--- src/verilog/scene_settings.svh ---
`ifndef SCENE_SETTINGS_SVH
`define SCENE_SETTINGS_SVH

// Horizontal timing in hcount steps
`define H_ACTIVE 1280
`define H_FRONT  32
`define H_SYNC   192
`define H_BACK   96

// Vertical timing in lines
`define V_ACTIVE 480
`define V_FRONT  10
`define V_SYNC   2
`define V_BACK   33

// Background bands
`define GROUND_LINE_ROW 280
`define DARK_GROUND_ROW 300

// Colours as 24-bit r, g, b
`define SKY_RESET_COLOR    24'h87CEEB
`define GROUND_LIGHT_COLOR 24'h8B4513
`define GROUND_DARK_COLOR  24'h64280A
`define LINE_COLOR         24'h000000
`define GLYPH_COLOR        24'h000000

// Score overlay
`define GLYPH_SIZE    8
`define DIGIT_PITCH   10
`define SCORE_X_RESET 11'd25
`define SCORE_Y_RESET 10'd41

// Register map in word indices
`define REG_SKY     2'd0
`define REG_SCORE_X 2'd1
`define REG_SCORE_Y 2'd2
`define REG_SCORE   2'd3

`endif

--- src/verilog/video_pkg.sv ---
package video_pkg;

    // Beam position
    typedef logic [10:0] hcount_t;
    typedef logic [9:0]  vcount_t;

    // One colour channel as sent to the DAC
    typedef logic [7:0] channel_t;

    typedef struct packed {
        channel_t r;
        channel_t g;
        channel_t b;
    } rgb_t;

    // Score digits
    typedef logic [3:0] bcd_digit_t;

    // Index 2 holds the hundreds, index 0 the units
    typedef bcd_digit_t [2:0] score_t;

    // Font row with the MSB as the leftmost pixel
    typedef logic [7:0] glyph_row_t;

endpackage

--- src/verilog/bus_pkg.sv ---
package bus_pkg;

    // Wishbone data word
    typedef logic [31:0] wb_data_t;

    // Word index into the register bank
    typedef logic [1:0] wb_addr_t;

endpackage

--- src/verilog/scene_cfg_if.sv ---
`timescale 1ns/100ps

interface scene_cfg_if;
    import video_pkg::*;

    rgb_t    sky;
    hcount_t score_x;
    vcount_t score_y;
    score_t  score;

    modport regs (
        output sky, score_x, score_y, score
    );

    modport renderer (
        input sky, score_x, score_y, score
    );

endinterface

--- src/verilog/vga_counters.sv ---
`timescale 1ns/100ps
`include "scene_settings.svh"

module vga_counters (
    input  logic               clk,
    input  logic               reset,
    output video_pkg::hcount_t hcount,
    output video_pkg::vcount_t vcount,
    output logic               active,
    output logic               vga_clk,
    output logic               vga_hs,
    output logic               vga_vs,
    output logic               vga_blank_n,
    output logic               vga_sync_n
);
    import video_pkg::*;

    localparam hcount_t H_TOTAL = `H_ACTIVE + `H_FRONT + `H_SYNC + `H_BACK;
    localparam vcount_t V_TOTAL = `V_ACTIVE + `V_FRONT + `V_SYNC + `V_BACK;

    logic end_of_line;
    logic end_of_field;

    assign end_of_line  = (hcount == H_TOTAL - 1'b1);
    assign end_of_field = (vcount == V_TOTAL - 1'b1);

    always_ff @(posedge clk or posedge reset) begin
        if (reset) begin
            hcount <= '0;
            vcount <= '0;
        end else if (end_of_line) begin
            hcount <= '0;
            vcount <= end_of_field ? '0 : vcount + 1'b1;
        end else begin
            hcount <= hcount + 1'b1;
        end
    end

    // Sync pulses are active low
    assign vga_hs = !((hcount >= `H_ACTIVE + `H_FRONT) &&
                      (hcount < `H_ACTIVE + `H_FRONT + `H_SYNC));
    assign vga_vs = !((vcount >= `V_ACTIVE + `V_FRONT) &&
                      (vcount < `V_ACTIVE + `V_FRONT + `V_SYNC));

    assign active      = (hcount < `H_ACTIVE) && (vcount < `V_ACTIVE);
    assign vga_blank_n = active;
    assign vga_sync_n  = 1'b0;

    // Pixel clock at half the hcount rate
    assign vga_clk = hcount[0];

endmodule

--- src/verilog/scene_regs.sv ---
`timescale 1ns/100ps
`include "scene_settings.svh"

module scene_regs (
    input  logic              clk,
    input  logic              reset,
    input  logic              wb_cyc,
    input  logic              wb_stb,
    input  logic              wb_we,
    input  bus_pkg::wb_addr_t wb_adr,
    input  bus_pkg::wb_data_t wb_dat_w,
    output bus_pkg::wb_data_t wb_dat_r,
    output logic              wb_ack,
    scene_cfg_if.regs         cfg
);
    import video_pkg::*;
    import bus_pkg::*;

    rgb_t     sky;
    hcount_t  score_x;
    vcount_t  score_y;
    score_t   score;
    logic     access;
    wb_data_t read_word;

    // Strobe is ignored while ack is out, so each access acks once
    assign access = wb_cyc && wb_stb && !wb_ack;

    always_ff @(posedge clk or posedge reset) begin
        if (reset) begin
            wb_ack  <= 1'b0;
            sky     <= `SKY_RESET_COLOR;
            score_x <= `SCORE_X_RESET;
            score_y <= `SCORE_Y_RESET;
            score   <= '0;
        end else begin
            wb_ack <= access;
            if (access && wb_we) begin
                case (wb_adr)
                    `REG_SKY:     sky     <= wb_dat_w[$bits(rgb_t)-1:0];
                    `REG_SCORE_X: score_x <= wb_dat_w[$bits(hcount_t)-1:0];
                    `REG_SCORE_Y: score_y <= wb_dat_w[$bits(vcount_t)-1:0];
                    `REG_SCORE:   score   <= wb_dat_w[$bits(score_t)-1:0];
                endcase
            end
        end
    end

    // Right-aligned readback
    always_comb begin
        read_word = '0;
        case (wb_adr)
            `REG_SKY:     read_word[$bits(rgb_t)-1:0]    = sky;
            `REG_SCORE_X: read_word[$bits(hcount_t)-1:0] = score_x;
            `REG_SCORE_Y: read_word[$bits(vcount_t)-1:0] = score_y;
            `REG_SCORE:   read_word[$bits(score_t)-1:0]  = score;
        endcase
    end

    always_ff @(posedge clk) begin
        if (access) begin
            wb_dat_r <= read_word;
        end
    end

    assign cfg.sky     = sky;
    assign cfg.score_x = score_x;
    assign cfg.score_y = score_y;
    assign cfg.score   = score;

endmodule

--- src/verilog/glyph_rom.sv ---
`timescale 1ns/100ps
`include "scene_settings.svh"

module glyph_rom (
    input  logic                  clk,
    input  video_pkg::bcd_digit_t digit,
    input  logic [2:0]            row,
    output video_pkg::glyph_row_t bits
);
    import video_pkg::*;

    // Digits 0 to 9 with the top row first
    localparam glyph_row_t FONT [0:9][0:`GLYPH_SIZE-1] = '{
        '{8'h3C, 8'h66, 8'h6E, 8'h7E, 8'h76, 8'h66, 8'h3C, 8'h00},
        '{8'h18, 8'h38, 8'h18, 8'h18, 8'h18, 8'h18, 8'h7E, 8'h00},
        '{8'h3C, 8'h66, 8'h06, 8'h1C, 8'h30, 8'h66, 8'h7E, 8'h00},
        '{8'h3C, 8'h66, 8'h06, 8'h1C, 8'h06, 8'h66, 8'h3C, 8'h00},
        '{8'h0C, 8'h1C, 8'h2C, 8'h4C, 8'h7E, 8'h0C, 8'h0C, 8'h00},
        '{8'h7E, 8'h60, 8'h7C, 8'h06, 8'h06, 8'h66, 8'h3C, 8'h00},
        '{8'h3C, 8'h66, 8'h60, 8'h7C, 8'h66, 8'h66, 8'h3C, 8'h00},
        '{8'h7E, 8'h06, 8'h0C, 8'h18, 8'h30, 8'h30, 8'h30, 8'h00},
        '{8'h3C, 8'h66, 8'h66, 8'h3C, 8'h66, 8'h66, 8'h3C, 8'h00},
        '{8'h3C, 8'h66, 8'h66, 8'h3E, 8'h06, 8'h66, 8'h3C, 8'h00}
    };

    always_ff @(posedge clk) begin
        if (digit <= 4'd9) begin
            bits <= FONT[digit][row];
        end else begin
            // Not a BCD code
            bits <= '0;
        end
    end

endmodule

--- src/verilog/scene_renderer.sv ---
`timescale 1ns/100ps
`include "scene_settings.svh"

module scene_renderer (
    input  logic                clk,
    input  logic                reset,
    input  video_pkg::hcount_t  hcount,
    input  video_pkg::vcount_t  vcount,
    input  logic                active,
    scene_cfg_if.renderer       cfg,
    output video_pkg::channel_t vga_r,
    output video_pkg::channel_t vga_g,
    output video_pkg::channel_t vga_b
);
    import video_pkg::*;

    localparam int DIGITS = 3;

    rgb_t        band;
    logic        hit;
    logic [2:0]  col;
    logic [10:0] row_off;
    logic        in_rows;
    bcd_digit_t  rom_digit;
    logic [2:0]  rom_row;

    rgb_t        band_q;
    logic [2:0]  col_q;
    logic        hit_q;
    logic        active_q;

    glyph_row_t  rom_bits;
    logic        glyph_on;
    rgb_t        pixel;

    // Stage 1 works out the background band for the row
    always_comb begin
        if (vcount < `GROUND_LINE_ROW) begin
            band = cfg.sky;
        end else if (vcount == `GROUND_LINE_ROW) begin
            band = `LINE_COLOR;
        end else if (vcount < `DARK_GROUND_ROW) begin
            band = `GROUND_LIGHT_COLOR;
        end else begin
            band = `GROUND_DARK_COLOR;
        end
    end

    assign row_off = {1'b0, vcount} - {1'b0, cfg.score_y};
    assign in_rows = (vcount >= cfg.score_y) && (row_off < `GLYPH_SIZE);
    assign rom_row = row_off[2:0];

    // Slot 0 is leftmost and shows the hundreds
    always_comb begin
        logic [11:0] slot_x;
        logic [11:0] col_off;
        hit       = 1'b0;
        col       = '0;
        rom_digit = '1;
        for (int k = 0; k < DIGITS; k++) begin
            slot_x  = {1'b0, cfg.score_x} + 12'(k * `DIGIT_PITCH);
            col_off = {1'b0, hcount} - slot_x;
            if (in_rows && ({1'b0, hcount} >= slot_x) && (col_off < `GLYPH_SIZE)) begin
                hit       = 1'b1;
                col       = col_off[2:0];
                rom_digit = cfg.score[DIGITS-1-k];
            end
        end
    end

    glyph_rom font (
        .clk   (clk),
        .digit (rom_digit),
        .row   (rom_row),
        .bits  (rom_bits)
    );

    always_ff @(posedge clk or posedge reset) begin
        if (reset) begin
            hit_q    <= 1'b0;
            active_q <= 1'b0;
        end else begin
            hit_q    <= hit;
            active_q <= active;
        end
    end

    always_ff @(posedge clk) begin
        band_q <= band;
        col_q  <= col;
    end

    // Stage 2 puts the glyph over the band and blacks out blanking
    assign glyph_on = hit_q && rom_bits[`GLYPH_SIZE-1-col_q];

    always_comb begin
        if (!active_q) begin
            pixel = '0;
        end else if (glyph_on) begin
            pixel = `GLYPH_COLOR;
        end else begin
            pixel = band_q;
        end
    end

    always_ff @(posedge clk or posedge reset) begin
        if (reset) begin
            vga_r <= '0;
            vga_g <= '0;
            vga_b <= '0;
        end else begin
            vga_r <= pixel.r;
            vga_g <= pixel.g;
            vga_b <= pixel.b;
        end
    end

endmodule

--- src/verilog/vga_scene.sv ---
`timescale 1ns/100ps

module vga_scene (
    input  logic                clk,
    input  logic                reset,
    input  logic                wb_cyc,
    input  logic                wb_stb,
    input  logic                wb_we,
    input  bus_pkg::wb_addr_t   wb_adr,
    input  bus_pkg::wb_data_t   wb_dat_w,
    output bus_pkg::wb_data_t   wb_dat_r,
    output logic                wb_ack,
    output video_pkg::channel_t vga_r,
    output video_pkg::channel_t vga_g,
    output video_pkg::channel_t vga_b,
    output logic                vga_clk,
    output logic                vga_hs,
    output logic                vga_vs,
    output logic                vga_blank_n,
    output logic                vga_sync_n
);
    import video_pkg::*;

    hcount_t hcount;
    vcount_t vcount;
    logic    active;

    scene_cfg_if cfg ();

    vga_counters counters (
        .clk         (clk),
        .reset       (reset),
        .hcount      (hcount),
        .vcount      (vcount),
        .active      (active),
        .vga_clk     (vga_clk),
        .vga_hs      (vga_hs),
        .vga_vs      (vga_vs),
        .vga_blank_n (vga_blank_n),
        .vga_sync_n  (vga_sync_n)
    );

    scene_regs regs (
        .clk      (clk),
        .reset    (reset),
        .wb_cyc   (wb_cyc),
        .wb_stb   (wb_stb),
        .wb_we    (wb_we),
        .wb_adr   (wb_adr),
        .wb_dat_w (wb_dat_w),
        .wb_dat_r (wb_dat_r),
        .wb_ack   (wb_ack),
        .cfg      (cfg.regs)
    );

    scene_renderer renderer (
        .clk    (clk),
        .reset  (reset),
        .hcount (hcount),
        .vcount (vcount),
        .active (active),
        .cfg    (cfg.renderer),
        .vga_r  (vga_r),
        .vga_g  (vga_g),
        .vga_b  (vga_b)
    );

endmodule

--- config.mk ---
export PLATFORM = sky130hd
export DESIGN_NAME = vga_scene
export DESIGN_NICKNAME = d
export VERILOG_FILES = /design/src/verilog/video_pkg.sv /design/src/verilog/bus_pkg.sv /design/src/verilog/scene_cfg_if.sv /design/src/verilog/vga_counters.sv /design/src/verilog/scene_regs.sv /design/src/verilog/glyph_rom.sv /design/src/verilog/scene_renderer.sv /design/src/verilog/vga_scene.sv
export VERILOG_INCLUDE_DIRS = /design/src /design/src/verilog
export SDC_FILE = /design/constraint.sdc
export NUM_CORES = 1
export LEC_CHECK = 0
export BUFFER_PORTS_ARGS = -buffer_cell sky130_fd_sc_hd__buf_2
export CAP_MARGIN = 40
export CORE_UTILIZATION = 54
export DETAILED_ROUTE_END_ITERATION = 6
export GPL_ROUTABILITY_DRIVEN = 0
export PLACE_DENSITY = 0.73
export SYNTH_ARGS = -nofsm -noshare
export SYNTH_HDL_FRONTEND = slang
export SYNTH_SLANG_ARGS = --single-unit
--- constraint.sdc ---
create_clock -name clk -period 4.77 [get_ports clk]
set_input_delay 0.477 -clock clk [delete_from_list [all_inputs] [get_ports clk]]
set_output_delay 0.477 -clock clk [all_outputs]
set_load 0.02 [all_outputs]
==> results of run 1 <==
==> final timing paths <==
check / cells after the start / slack, ns / end
min: 2 / 0.19 / regs.cfg.sky[21]
max in group asynchronous: 3 / 3.52 / regs.cfg.sky[5]
max reg2reg: 20 / -0.23 / renderer.font.bits[2]
max: 20 / -0.23 / renderer.font.bits[2]
min in group clk: 2 / 0.28 / regs.cfg.sky[20]
min reg2reg: 1 / 0.43 / renderer.vga_r[4]
==> area by class of cell <==
type | instances | area (um^2) | area share, %
Multi-Input combinational cell | 755 | 5868 | 47.43
Sequential cell | 162 | 4036 | 32.62
Timing Repair Buffer | 204 | 1354 | 10.94
Clock buffer | 20 | 456.7 | 3.691
Tap cell | 229 | 286.5 | 2.316
Inverter | 65 | 254.0 | 2.053
Clock inverter | 12 | 117.6 | 0.9506
==> metrics by stage <==
stage               worst slack, ns  power (mW)  hold WS [ns]  util, %
CTS                         -0.1545       5.062        0.2310    67.69
floorplan                  -0.05083       3.078        0.4126        -
detailed placement          -0.2506       3.684        0.4182    63.15
global route                -0.4176       5.408        0.2625    68.41
finish                      -0.2259       5.140        0.1944    68.41
global placement            -0.1752       3.643        0.4147    63.01
==> synth_stat cells, types with 5 or more instances <==
cell and number:
a211oi_1 9, a21o_1 30, a21oi_1 45, a221oi_1 5, a222oi_1 12, and2_1 51
and3_1 6, buf_2 8, buf_4 10, clkbuf_1 23, dfrtp_1 84, dfstp_2 21
dfxtp_1 33, edfxtp_1 24, ha_1 58, inv_1 63, mux2_2 58, mux2i_1 16
nand2_1 61, nand2b_1 12, nand3_1 29, nand4_1 11, nor2_1 47, nor2b_1 12
nor3_1 25, nor4_1 12, nor4b_1 5, o2111ai_1 7, o211ai_1 6, o21a_1 9
o21ai_0 45, o21bai_1 7, o22ai_1 5, o31a_1 5, or2_2 6, or3_1 11
or4_1 13, xnor2_1 21, xor2_1 12
==> cell usage in the layout, fill, tap and decap left out, types with 45 or more instances in the layout <==
cell,instances
buf_2,83
inv_1,58
buf_4,114
nand2_1,60
dfrtp_1,83
ha_1,52
and2_1,51
nor2_1,45
mux2_2,58
==> critical path, cell delays in order, from the launching register on <==
cell	delay (ns)
dfstp_2	0.58
inv_2	0.07
ha_4	0.15
a21oi_2	0.14
or3_4	0.16
nor2_2	0.04
xnor2_1	0.12
ha_1	0.36
inv_2	0.05
a222oi_1	0.30
o2111ai_1	0.17
or3b_1	0.41
or4_4	0.48
or4_4	0.46
o311ai_4	0.10
nand2_2	0.17
ha_4	0.32
nor2b_2	0.04
or4_1	0.47
o21bai_1	0.16
a221oi_1	0.10
==> report_power, final <==
group          switching [mW]  internal [mW]
Combinational            1.09          0.891
Clock                   0.575          0.758
Sequential              0.159           1.67
==> metal layers <==
metal,GRT usage (%),vias to the layer above
li1,-,4126
met1,37.82,4144
met2,47.56,309
met3,6.928,34
met4,6.623,0
met5,0,-
==> sequential cells by signal, summed over array words and instances (netlist names), 6 cells and up <==
register	count
renderer.vga_g	8
renderer.vga_r	8
regs.cfg.score_y	10
renderer.band_q	24
regs.wb_dat_r	24
regs.cfg.score	12
renderer.vga_b	8
counters.hcount	11
renderer.font.bits	6
regs.cfg.sky	24
counters.vcount	10
regs.cfg.score_x	11
==> logic make-up after synthesis <==
family,share of synthesized area [%]
buffers and inverters,4.575
muxes,8.230
other,0.03726
adders and majority gates,7.807
AOI/OAI and AO/OA,17.65
and+or+nand+nor,18.73
DFF,40.09
xor gates and xnor gates,2.872
==> repair_timing <==
item                                    in CTS  in global routing
gates cloned                                 0                  0
endpoints found under the hold margin        0                  0
endpoints found under the setup margin       6                  6
buffers inserted                            16                  6
pin swaps                                   16                 19
gates resized for setup                     23                 23
==> qor.yml, run 1 <==
start_util_pct: 55.65
final_nets: 1305
cts_htree_levels: 4
clkSlewWorstSetupHoldPaths_ns: 0.07
final_area_um2: 12370
yosys_warnings: 0
grt_pass1_vias: 8257
dr_wl_met2_um: 12990
finalCritPeriodShare_pct: 104.7
antenna_found_initial: 0
skew_ns: 0.008344
first_pass_iters: 7
cts_hold_buf: 0
first_iter_violations: 664
wl_met3_um: 1818
crit_fanout: 5
overflow: 0
place_area_um2: 11420
antenna_left: 0
maxSlewViolCount: 0
crit_arrival_ns: 5.26
diodes: 0
groute.usage.overall_pct: 28.66
grt_pass1_wl_um: 43170
power.density_nw_per_um2: 415.5
vdd_drop_max_v: 0.0003156
clk_latency_ns: 0.43
instances_no_fill: 1447
ys.flop_type: "dfrtp_1"
ys_types: 96
synth_area_leaders: "dfrtp_1, ha_1, edfxtp_1"
outcome: "finished, violations left"
yosysTopAreaCell: "dfrtp_1"
port_buffers: 83
ys_ff_latch: 162
synth_edf_count: 24
fmax_mhz: 200.2
setup_tns_ns: -0.8437
synth.avg_cell_area_um2: 9.896
post-route-min-period_ns: 4.996
yosysTopAreaCellShare_pct: 20.89
p_leak_nw: 5.564
crit_path_start_kind: "flip-flop"
wl_um: 27080
clock_tree.root_cell: "clkbuf_16"
ys_async_sr_fraction_pct: 64.81
cts_buffers: 17
cts_tree: "yes"
layout-drive-gt1-share_pct: 31.69
netlist_area_um2: 10060
core_area_um2: 18090
io_pins: 101
endpoint_kind: "flip-flop"
hold_viol: 0
dp.cells: 1394
seq_area_frac_synth_pct: 40.09
crit_required_ns: 5.03
rows: 49
rsz0062_at_grt: "yes"
critPathKind: "reg2reg"
highest_layer: "met4"
die_y_um: 138.5
violations: "DRC, setup timing"
wl_met1_um: 11790
syn_inst: 1017
vias: 8613
numClockSinks: 162
nFillCells: 1389
synthToLayoutAreaGrowth_pct: 22.94
dp_hpwl_um: 19800
fp.dieW_um: 138.5
setup_ws_ns: -0.2259
viasPerCell: 5.952
wl_per_cell_um: 18.71
setup_viol: 6
clock_path_buffers: 2
r2r-start: "regs.cfg.score_x[3]"
crit_start: "regs.cfg.score_x[3]"
grt_max_degree: 64
worst_pin_slew_ns: 0.9086
hold_class: "in2async"
die_area_um2: 19190
relSlewSlack_pct: 39.43
max-cap-violations: 0
drc: 24
Note: power is estimated with default switching activity, not from simulation.
==> run 2, diff against run 1 <==
Settings changed: SKIP_LAST_GASP from default to 1, SYNTH_HIERARCHICAL from default to 1.
==> run 2 against run 1 <==
The flow now finishes without violations. Area after synthesis decreased by 2.6%. Core utilization decreased by 1.9 points. Maximum frequency increased by 7.3%. Total power decreased by 4.9%. Die area decreased by 2.6%. Critical path depth unchanged. Worst hold slack got worse by 0.097 ns. Via count decreased by 11%. Non-clock buffer count decreased by 56. Synthesized cell count decreased by 8.9%. Critical endpoint is now renderer/font/bits[2]. Highest routed layer unchanged.
==> qor.yml, run 2 <==
dp_slack_ns: -0.06851
p_leak_nw: 5.300
setup_ws_ns: 0.1158
die_y_um: 136.7
path_cells: "o21ai_4 -> or3_4 -> xnor2_2 -> ha_4 -> buf_6 -> o21a_1 -> o21a_1 -> o22ai_2 -> nor4_2 -> o31ai_1 -> nand4b_1 -> buf_6 -> buf_6 -> or3b_1 -> a221o_1 -> buf_4 -> ha_1 -> nor2b_1 -> o2111a_1 -> a2111oi_4"
yosys_warnings: 6
overflow: 0
place_area_um2: 10660
dp.cells: 1255
die_area_um2: 18690
crit_top_cell: "buf_6"
rows: 48
crit_required_ns: 5.10
layout-drive-gt1-share_pct: 32.90
seqPwrFrac_pct: 36.9
core_area_um2: 17540
rsz0062_at_grt: "yes"
groute.usage.overall_pct: 25.71
crit_slowest_cell: "dfstp_2"
antenna_left: 0
netlist_area_um2: 9801
clk_latency_ns: 0.43
fp.dieW_um: 136.7
yosys-top-cells-count: "dfrtp_1, inv_1, ha_1"
cts_tree: "yes"
antenna_found_initial: 0
io_pins: 101
grt_pass1_vias: 7045
drc: 0
start_util_pct: 55.89
setup_viol: 0
vias: 7655
synthToLayoutAreaGrowth_pct: 18.96
ys_types: 105
max-cap-violations: 0
crit_arrival_ns: 4.98
switchingPower_mw: 1.745
synth_edf_count: 24
instances_no_fill: 1296
vdd_drop_max_v: 0.0003501
port_buffers: 83
maxSlewViolCount: 0
numClockSinks: 162
power_frac_clock_pct: 27.8
dp_hpwl_um: 17080
internal_power_mw: 3.144
synth_area_leaders: "dfrtp_1, ha_1, edfxtp_1"
skew_ns: 0.008989
outcome: "completed"
relSlewSlack_pct: 44.72
critPathKind: "reg2reg"
switching_share_pct: 35.69
final_nets: 1161
final_area_um2: 11660
max_stage_delay_ns: 0.62
hold_viol: 0
fmax_mhz: 214.9
first_pass_iters: 6
endpoint_kind: "flip-flop"
ys_ff_latch: 162
clock_tree.root_cell: "clkbuf_16"
cts_htree_levels: 4
worst_pin_slew_ns: 0.8282
power_frac_comb_pct: 35.3
wl_per_cell_um: 18.30
synth_most_common_cell: "dfrtp_1"
cts_hold_buf: 0
grt_max_degree: 38
hold_class: "in2async"
crit_path_start_kind: "flip-flop"
post-route-min-period_ns: 4.654
hold_ws_ns: 0.09733
cts_buffers: 17
synth.avg_cell_area_um2: 10.58
yosysTopAreaCell: "dfrtp_1"
viasPerCell: 5.907
reg_top3: "regs/cfg.sky x24, regs/wb_dat_r x24, renderer/band_q x24"
ys_async_sr_fraction_pct: 64.81
power.density_nw_per_um2: 419.3
clock_path_buffers: 2
syn_inst: 926
crit_fanout: 7
grt_pass1_wl_um: 36610
yosysTopAreaCellShare_pct: 21.45
seq_area_frac_synth_pct: 41.17
first_iter_violations: 558
ys.flop_type: "dfrtp_1"
wl_um: 23720
finalCritPeriodShare_pct: 97.57
most-common-layout-cells: "dfrtp_1, buf_2, mux2_2"
final_common_cell: "dfrtp_1"
clkSlewWorstSetupHoldPaths_ns: 0.07
[run 2: cell count changes in the layout (fill, tap and decap cells not counted), moves of 6 or more]
cell | previous run | this run
buf_4 | 114 | 56
nand2_1 | 60 | 34
a21oi_1 | 42 | 25
o21ai_0 | 42 | 25
nand3_1 | 28 | 13
nor4_1 | 12 | 1
a31oi_1 | 4 | 14
or3_1 | 10 | 2
a21o_1 | 30 | 24
inv_6 | 7 | 1
[run 2: what timing repair did]
| action | in CTS | in global routing |
|---|---|---|
| pin swaps | 2 | 22 |
| resized for setup | 8 | 60 |
| setup buffers | 0 | 8 |
| setup endpoints to repair | 3 | 6 |
| hold endpoints to repair | 0 | 0 |
| gates cloned | 0 | 0 |
[run 2: final timing paths]
check                               startpoint               endpoint  slack (ns)  depth (start not counted)
setup reg to reg           regs/cfg.score_x[3]  renderer/font/bits[2]        0.12                         20
min in group clk                  wb_dat_w[15]       regs/cfg.sky[15]        0.27                          2
hold / removal                           reset       regs/cfg.sky[22]         0.1                          2
hold reg to reg            renderer/band_q[19]      renderer/vga_r[3]        0.43                          1
setup / recovery           regs/cfg.score_x[3]  renderer/font/bits[2]        0.12                         20
max in group asynchronous                reset        regs/cfg.sky[0]        3.78                          3
[run 2: logic make-up (layout without fill, tap and decap cells)]
family	count (synthesis)	in the layout	share of synthesized area, %
and+or+nand+nor	248	248	14.75
AOI/OAI and AO/OA	220	220	17.22
DFF	162	162	41.17
buffers and inverters	111	247	5.758
muxes	78	78	8.975
adders and majority gates	65	65	8.528
xor gates and xnor gates	39	39	3.485
other	3	12	0.1149
[run 2: area by class of cell]
class | instances | area (um^2)
fill | 1324 | 5878
inverter | 67 | 254.0
multi-input combinational | 661 | 5532
sequential | 162 | 4035
tap | 225 | 281.5
timing repair buffer | 148 | 945.9
antenna | 1 | 2.502
clock buffer | 17 | 425.4
clock inverter | 15 | 182.7
[run 2: per-stage QoR]
stage                     power, mW  utilization, %  TNS (ns)
after floorplan               2.951               -         0
after global placement        3.336           60.69         0
after detailed placement      3.375           60.80   -0.1653
after CTS                     4.750           64.45         0
after global routing          5.141           66.47   -0.1247
final                         4.888           66.48         0
[run 2: power groups by stage]
stage	Clock [mW]	Combinational (mW)	Sequential, mW
2_1_floorplan	0	1.08	1.87
6_report	1.36	1.72	1.80
4_1_cts	1.37	1.58	1.80
3_3_place_gp	0	1.52	1.82
5_1_grt	1.44	1.87	1.83
3_5_place_dp	0	1.55	1.82
[run 2: critical path, delay by kind of cell, from the launching register on]
kind                       cells  cell delay [ns]
and+or+nand+nor                5             1.14
xor gates and xnor gates       1             0.20
DFF                            1             0.62
buffers and inverters          4             0.57
AOI/OAI and AO/OA              8             1.60
adders and majority gates      2             0.43
[run 2: metal layers]
| metal | up-vias | global-route usage [%] | part of all wire, % |
|---|---|---|---|
| li1 | 3637 | - | - |
| met2 | 252 | 40.13 | 47 |
| met4 | 0 | 6.728 | 1.6 |
| met1 | 3736 | 36.04 | 46 |
| met5 | - | 0 | 0 |
| met3 | 30 | 5.444 | 5.7 |
